--- src/rtl/rst_ctrl_config.svh ---
/*
 * Reset controller defaults. RST_SYS_HOLD_CYCLES is short for simulation,
 * and hardware wants 1048575. To override, define RST_CTRL_CONFIG_SVH
 * together with all four macros ahead of the sources. Hold lengths must
 * be at least 1 and fit in RST_TIMER_WIDTH bits.
 */
`ifndef RST_CTRL_CONFIG_SVH
`define RST_CTRL_CONFIG_SVH

// Flash held in reset after the restart ends
// 128 cycles covers the minimum pulse width and reset-to-read time
`define RST_FLASH_HOLD_CYCLES 128

// Extra system hold after flash release, 1048575 on the board
`define RST_SYS_HOLD_CYCLES 300

// Button synchronizer depth
`define RST_SYNC_STAGES 2

// Hold counter width, must cover the longer hold
`define RST_TIMER_WIDTH 20

`endif

--- src/rtl/rst_ctrl_pkg.sv ---
/*
 * Shared types of the reset controller.
 * Counter width follows RST_TIMER_WIDTH from the config header.
 */
package rst_ctrl_pkg;

`include "rst_ctrl_config.svh"

	// Sequencer phases
	// Hold-all keeps everything in reset, flash-up frees only the flash
	typedef enum logic [1:0] {
		SEQ_HOLD_ALL = 2'd0,
		SEQ_FLASH_UP = 2'd1,
		SEQ_RUN      = 2'd2
	} seq_state_t;

	// Three user buttons, pressed is 1
	typedef logic [2:0] btn_t;

	// Hold timer count
	typedef logic [`RST_TIMER_WIDTH-1:0] hold_count_t;

endpackage

--- src/rtl/rst_request_sync.sv ---
/*
 * Restart request source. Buttons are asynchronous and pass a
 * RST_SYNC_STAGES flop synchronizer; hard_reset_i must already be in the
 * sys_clk domain. restart_req_o is a registered level.
 */
`include "rst_ctrl_config.svh"

module rst_request_sync (
	input  logic                sys_clk,
	input  logic                trigger_reset,
	input  rst_ctrl_pkg::btn_t  btn_i,
	input  logic                hard_reset_i,
	output logic                restart_req_o
);

	// Synchronizer chain, index 0 samples the pins
	rst_ctrl_pkg::btn_t btn_sync [`RST_SYNC_STAGES];

	// All three held at once
	logic all_pressed;

	// --------------------------------------------------
	// Button synchronizer and request register
	// --------------------------------------------------
	always_ff @(posedge sys_clk) begin
		if (trigger_reset) begin
			for (int i = 0; i < `RST_SYNC_STAGES; i++) begin
				btn_sync[i] <= '0;
			end
			restart_req_o <= 1'b0;
		end else begin
			btn_sync[0] <= btn_i;
			// Shift along the chain
			for (int i = 1; i < `RST_SYNC_STAGES; i++) begin
				btn_sync[i] <= btn_sync[i-1];
			end
			// Combined request registered once before use
			restart_req_o <= all_pressed | hard_reset_i;
		end
	end

	// --------------------------------------------------
	// Combination detect
	// --------------------------------------------------
	// Only the full three-button press counts
	// Partial presses are ignored however long they last
	assign all_pressed = &btn_sync[`RST_SYNC_STAGES-1];

endmodule

--- src/rtl/rst_hold_timer.sv ---
/*
 * Hold timer for the flash and system phases. A load of length N gives
 * done_o during the N-th cycle after the load edge. Reset loads the
 * flash hold, since hold-all always follows reset.
 */
`include "rst_ctrl_config.svh"

module rst_hold_timer (
	input  logic sys_clk,
	input  logic trigger_reset,
	input  logic load_i,
	input  logic hold_sel_i,
	output logic done_o
);

	// Load values, one less than the hold length
	localparam rst_ctrl_pkg::hold_count_t flash_load =
		rst_ctrl_pkg::hold_count_t'(`RST_FLASH_HOLD_CYCLES - 1);
	localparam rst_ctrl_pkg::hold_count_t sys_load =
		rst_ctrl_pkg::hold_count_t'(`RST_SYS_HOLD_CYCLES - 1);

	rst_ctrl_pkg::hold_count_t count_q;
	// High while a hold is being timed
	logic running_q;

	always_ff @(posedge sys_clk) begin
		if (trigger_reset) begin
			count_q   <= flash_load;
			running_q <= 1'b1;
		end else if (load_i) begin
			// 0 picks the flash hold, 1 the system hold
			count_q   <= hold_sel_i ? sys_load : flash_load;
			running_q <= 1'b1;
		end else if (running_q) begin
			if (count_q == '0) begin
				// Expired, idle until the next load
				running_q <= 1'b0;
			end else begin
				count_q <= count_q - 1'b1;
			end
		end
	end

	// Single-cycle done on the last count
	assign done_o = running_q && (count_q == '0);

endmodule

--- src/rtl/rst_seq_fsm.sv ---
/*
 * Reset sequencer. Any restart request returns to hold-all on the next
 * edge, from any phase. Reset outputs are registered from the next
 * state and never glitch.
 */
module rst_seq_fsm (
	input  logic sys_clk,
	input  logic trigger_reset,
	input  logic restart_req_i,
	input  logic hold_done_i,
	output logic timer_load_o,
	output logic hold_sel_o,
	output logic flash_rst_n_o,
	output logic sys_rst_o,
	output logic periph_rst_n_o
);

	rst_ctrl_pkg::seq_state_t state_q;
	rst_ctrl_pkg::seq_state_t state_nxt;

	// --------------------------------------------------
	// Next state
	// --------------------------------------------------
	always_comb begin
		state_nxt = state_q;
		case (state_q)
			rst_ctrl_pkg::SEQ_HOLD_ALL: begin
				// Flash hold over, free the boot flash
				if (hold_done_i) begin
					state_nxt = rst_ctrl_pkg::SEQ_FLASH_UP;
				end
			end
			rst_ctrl_pkg::SEQ_FLASH_UP: begin
				// System hold over, let the CPU fetch
				if (hold_done_i) begin
					state_nxt = rst_ctrl_pkg::SEQ_RUN;
				end
			end
			rst_ctrl_pkg::SEQ_RUN: begin
				state_nxt = rst_ctrl_pkg::SEQ_RUN;
			end
			default: begin
				state_nxt = rst_ctrl_pkg::SEQ_HOLD_ALL;
			end
		endcase
		// Restart wins over everything
		if (restart_req_i) begin
			state_nxt = rst_ctrl_pkg::SEQ_HOLD_ALL;
		end
	end

	// --------------------------------------------------
	// Timer control
	// --------------------------------------------------
	// Load on entry to a hold phase
	// A restart while already in hold-all reloads the flash hold
	assign timer_load_o = restart_req_i || (state_nxt != state_q);
	// System hold only when entering flash-up
	assign hold_sel_o = (state_nxt == rst_ctrl_pkg::SEQ_FLASH_UP);

	// --------------------------------------------------
	// State and reset outputs
	// --------------------------------------------------
	always_ff @(posedge sys_clk) begin
		if (trigger_reset) begin
			state_q        <= rst_ctrl_pkg::SEQ_HOLD_ALL;
			flash_rst_n_o  <= 1'b0;
			sys_rst_o      <= 1'b1;
			periph_rst_n_o <= 1'b0;
		end else begin
			state_q <= state_nxt;
			// Flash out of reset in flash-up and run
			flash_rst_n_o <= (state_nxt != rst_ctrl_pkg::SEQ_HOLD_ALL);
			// System and peripherals only in run
			sys_rst_o      <= (state_nxt != rst_ctrl_pkg::SEQ_RUN);
			periph_rst_n_o <= (state_nxt == rst_ctrl_pkg::SEQ_RUN);
		end
	end

endmodule

--- src/rtl/rst_ctrl_top.sv ---
/*
 * Reset controller top. trigger_reset is synchronous to sys_clk;
 * btn_i may be asynchronous. periph_rst_n_o serves audio and video-in.
 */
module rst_ctrl_top (
	input  logic               sys_clk,
	input  logic               trigger_reset,
	input  rst_ctrl_pkg::btn_t btn_i,
	input  logic               hard_reset_i,
	output logic               flash_rst_n_o,
	output logic               sys_rst_o,
	output logic               periph_rst_n_o
);

	logic restart_req;
	logic timer_load;
	logic hold_sel;
	logic hold_done;

	// Buttons and software request merged into one level
	rst_request_sync u_request_sync (
		.sys_clk       (sys_clk),
		.trigger_reset (trigger_reset),
		.btn_i         (btn_i),
		.hard_reset_i  (hard_reset_i),
		.restart_req_o (restart_req)
	);

	// Times both hold phases
	rst_hold_timer u_hold_timer (
		.sys_clk       (sys_clk),
		.trigger_reset (trigger_reset),
		.load_i        (timer_load),
		.hold_sel_i    (hold_sel),
		.done_o        (hold_done)
	);

	// Phase sequencing and reset outputs
	rst_seq_fsm u_seq_fsm (
		.sys_clk        (sys_clk),
		.trigger_reset  (trigger_reset),
		.restart_req_i  (restart_req),
		.hold_done_i    (hold_done),
		.timer_load_o   (timer_load),
		.hold_sel_o     (hold_sel),
		.flash_rst_n_o  (flash_rst_n_o),
		.sys_rst_o      (sys_rst_o),
		.periph_rst_n_o (periph_rst_n_o)
	);

endmodule

--- config.mk ---
export PLATFORM = sky130hd
export DESIGN_NAME = rst_ctrl_top
export DESIGN_NICKNAME = d
export VERILOG_FILES = /design/src/rtl/rst_ctrl_pkg.sv /design/src/rtl/rst_request_sync.sv /design/src/rtl/rst_hold_timer.sv /design/src/rtl/rst_seq_fsm.sv /design/src/rtl/rst_ctrl_top.sv
export VERILOG_INCLUDE_DIRS = /design/src /design/src/rtl
export SDC_FILE = /design/constraint.sdc
export NUM_CORES = 1
export LEC_CHECK = 0
export BUFFER_PORTS_ARGS = -buffer_cell sky130_fd_sc_hd__buf_2
export CORE_ASPECT_RATIO = 1.1
export CORE_MARGIN = 2
export CORE_UTILIZATION = 53
export CTS_CLUSTER_SIZE = 24
export DETAILED_ROUTE_END_ITERATION = 8
export HOLD_SLACK_MARGIN = 0.1
export PLACE_DENSITY = 0.74
export SYNTH_ARGS = -nofsm -noshare
export SYNTH_HDL_FRONTEND = slang
export SYNTH_SLANG_ARGS = --single-unit
--- constraint.sdc ---
create_clock -name sys_clk -period 2.1 [get_ports sys_clk]
set_clock_uncertainty 0.2 [all_clocks]
set_input_delay 0.315 -clock sys_clk [delete_from_list [all_inputs] [get_ports sys_clk]]
set_output_delay 0.315 -clock sys_clk [all_outputs]
set_load 0.005 [all_outputs]
==> out/qor.yml <==
layout_min_cycle_time_ns: 2.085
critPathTopFamily: "buffers and inverters"
dp_hpwl_microns: 2624
finalSetupViolations: 0
portBuffers: 8
synthArstFlopShare: 0
yosysUniqueCellTypes: 43
synthToLayoutAreaGrowth_pct: 32.24
swShare: 0.2373
avgViaCountPerCell: 5.918
cts.clk_slew.worst_paths_ns: 0.10
synthXorXnorAreaFrac: 0.04480
synth_nets: 185
first_pass_iters: 4
num_rows: 20
gp_congestion: 0.8869
die_area_sq_um: 3402
synth_simple_gate_area_frac: 0.2680
gr-total-overflow: 0
drt_iter0_markers: 74
cts.sink_count: 33
cp-start-kind: "input pin"
crit_type: "in -> reg"
routed_wl_microns: 4049
synth_top_family_by_area: "simple AND/OR/NAND/NOR gates"
drive_gt1_frac: 0.3139
critical_path_required_ns: 2.19
status: "finished, final reports clean"
drv_cap: 0
p_int_mw: 0.8907
clk_latency_ns: 0.34
synth_compound_area_frac: 0.1976
cts_root_buffer: "clkbuf_4"
worstPathCellList: "dlygate4sd3_1, buf_4, a211o_4, a21o_1, or4_1, nand2_1"
whs_endpoint: "u_request_sync.btn_sync[0][5]$_SDFF_PP0_"
min_path_type: "reg -> reg"
yosys_register_bits: 33
grt_pass1_vias: 1373
grt_max_degree: 12
diodes: 0
slowest_stage: "dlygate4sd3_1"
drc_errors: 0
grtUsageTotal: 0.2365
synthAdderAreaFrac: 0.01600
vdd_drop_max_uv: 541.8
antenna_found_initial: 0
final-hold-violation-count: 0
clkPwrFrac: 0.347
final_nets: 230
synth_seq_area_share: 0.4224
ios: 9
rr_startpoint: "u_hold_timer.count_q[0]$_SDFFE_PP1P_"
antenna_left: 0
fill_cells: 184
setup_tns_ns: 0
fin_util: 0.7446
crit_buf_inv: 2
coreArea_sq_um: 2778
cp-end-kind: "flip-flop"
synth_area_leaders: "dfxtp_1 (42%), a21oi_1 (4.5%), nor2b_1 (3.2%)"
reg2reg_setup_slack_ns: 0.04
critPathArrivalTime_ns: 2.18
period_share: 0.9928
power.density_nw_per_um2: 564.6
slowest_delay_ns: 0.54
power_mw: 1.168
synth.top_cell.area_share: 0.4224
synth_cells: 177
via_count: 1515
wl_per_cell_microns: 15.82
netlist_area_sq_um: 1564
cts_tree: "done"
synth.avg_cell_area_sq_um: 8.836
muxShareOfSynthArea: 0
seq_power_share: 0.561
reg2reg_to: "u_hold_timer.count_q[8]$_SDFFE_PP0P_"
hold_start: "u_request_sync.btn_sync[0][2]$_SDFF_PP0_"
p_sw_mw: 0.2771
die_height_microns: 60.98
path_max_fanout: 11
die_w_microns: 55.80
combPwrFrac: 0.091
final-seq-area_sq_um: 665.6
clock.fmax_mhz: 479.7
clk_path_buf_depth: 2
synth_ff_type: "dfxtp_1"
worst_slack_ns: 0.01518
maxSlewViolCount: 0
max_slew_margin: 0.6962
initial_utilization: 0.5631
holdPathStages: 1
leakagePower_nw: 0.8267
synth_edf_count: 0
cts_htree_levels: 2
place_ws_ns: -0.06474
worst_slew_pin_slew_ns: 0.4442
grt_pass1_wl_microns: 6106
multi_input_area_sq_um: 903.4
rsz0062_at_grt: "yes"
ys_warn_count: 0
numCtsBuffers: 5
r2r_cells: 6
synth_top_area_cell: "dfxtp_1"
## worst reg2reg max path: cells and delay by family (launching register included)
family	cells	cell delay, ns
AND/OR/NAND/NOR	1	0.64
AO/OA/AOI/OAI	3	0.52
flip-flops	1	0.34
buffers and inverters	1	0.09
adder cells (fa/ha/maj)	1	0.17
## stage by stage
| stage | instances | cell area [sq um] | hold slack (ns) |
|---|---|---|---|
| 2_1_floorplan | 177 | 1564 | 0.2138 |
| 3_5_place_dp | 236 | 1798 | 0.2429 |
| 4_1_cts | 254 | 1981 | 0.2611 |
| 3_3_place_gp | 236 | 1798 | 0.2148 |
| 6_report | 256 | 2068 | 0.2489 |
| 5_1_grt | 256 | 2068 | 0.2758 |
## per-layer routing
metal / track usage / routed length (microns) / vias up
met1: 0.2754 / 1702 / 704
met5: 0 / 0 / -
li1: - / - / 744
met3: 0.07036 / 236 / 11
met4: 0.09059 / 113 / 0
met2: 0.4184 / 1996 / 56
## worst max path at each step
stage                                                    start                                     to  slack (ns)  cells after the start
after CTS                 u_hold_timer.count_q[0]$_SDFFE_PP1P_  u_hold_timer.count_q[10]$_SDFFE_PP0P_      -0.003                      9
after floorplan           u_hold_timer.count_q[0]$_SDFFE_PP1P_   u_hold_timer.count_q[8]$_SDFFE_PP0P_        0.03                      6
after global placement    u_hold_timer.count_q[0]$_SDFFE_PP1P_   u_hold_timer.count_q[8]$_SDFFE_PP0P_        0.02                      8
after detailed placement  u_hold_timer.count_q[0]$_SDFFE_PP1P_  u_hold_timer.count_q[12]$_SDFFE_PP0P_       -0.06                      9
after global routing      u_hold_timer.count_q[0]$_SDFFE_PP1P_   u_hold_timer.count_q[8]$_SDFFE_PP0P_       -0.03                      6
final                                            trigger_reset  u_hold_timer.count_q[17]$_SDFFE_PP0P_        0.02                      6
## cells by family after synthesis
logic type,count (synthesis)
xor gates and xnor gates,8
AOI/OAI and AO/OA,46
and+or+nand+nor,69
DFF,33
adders and majority gates,2
buffers and inverters,19
## Yosys cell counts, drive strengths merged, types with 2 or more instances
| cell type | instances |
|---|---|
| dfxtp | 33 |
| a21oi | 14 |
| nor2 | 13 |
| inv | 12 |
| nand2 | 9 |
| nor2b | 8 |
| o21ai | 8 |
| a31oi | 6 |
| nand3 | 6 |
| nor4 | 6 |
| o31ai | 6 |
| or3 | 6 |
| or4 | 6 |
| clkbuf | 5 |
| nand4 | 5 |
| xnor2 | 5 |
| and3 | 3 |
| nor3 | 3 |
| o211ai | 3 |
| xor2 | 3 |
| a2111oi | 2 |
| buf | 2 |
| ha | 2 |
## sequential cells by signal, indices dropped and copies added (netlist names)
| name | flops |
|---|---|
| u_hold_timer.count_q | 20 |
| u_hold_timer.running_q | 1 |
| u_request_sync.btn_sync | 6 |
| u_request_sync.restart_req_o | 1 |
| u_seq_fsm.flash_rst_n_o | 1 |
| u_seq_fsm.periph_rst_n_o | 1 |
| u_seq_fsm.state_q | 2 |
| u_seq_fsm.sys_rst_o | 1 |
## timing repair
action,in CTS,in global routing
hold buffers,9,0
resized for setup,5,18
setup endpoints to repair,8,17
pin swaps,3,9
buffers inserted,1,3
endpoints found under the hold margin,8,0
## placed cells by master, fill, tap and decap left out, types with 5 or more instances in the layout
cell type	netlist	final
buf_4	0	29
dfxtp_1	33	29
nor2_1	13	13
a21oi_1	14	13
inv_1	12	10
dlygate4sd3_1	0	9
nor2b_1	8	8
nand2_1	9	8
buf_2	1	7
or3_1	6	6
or4_1	6	5
o31ai_1	5	5
nand3_1	5	5
xnor2_1	5	5
a31oi_1	6	5
o21ai_0	5	5
clkbuf_4	0	5
## layout make-up
cell class	instances	share of cell area
Clock buffer	7	0.03146
Inverter	12	0.02178
Tap cell	33	0.01996
Sequential cell	33	0.3218
Clock inverter	1	0.002420
Multi-Input combinational cell	125	0.4368
Timing Repair Buffer	45	0.1658
## power groups by stage
stage	combinational, mW	clock (mW)	sequential, mW
2_1_floorplan	0.0437	0	0.665
3_3_place_gp	0.0757	0	0.665
3_5_place_dp	0.0788	0	0.666
4_1_cts	0.0924	0.417	0.652
5_1_grt	0.116	0.441	0.658
6_report	0.107	0.406	0.655
(Power assumes the default switching activity.)
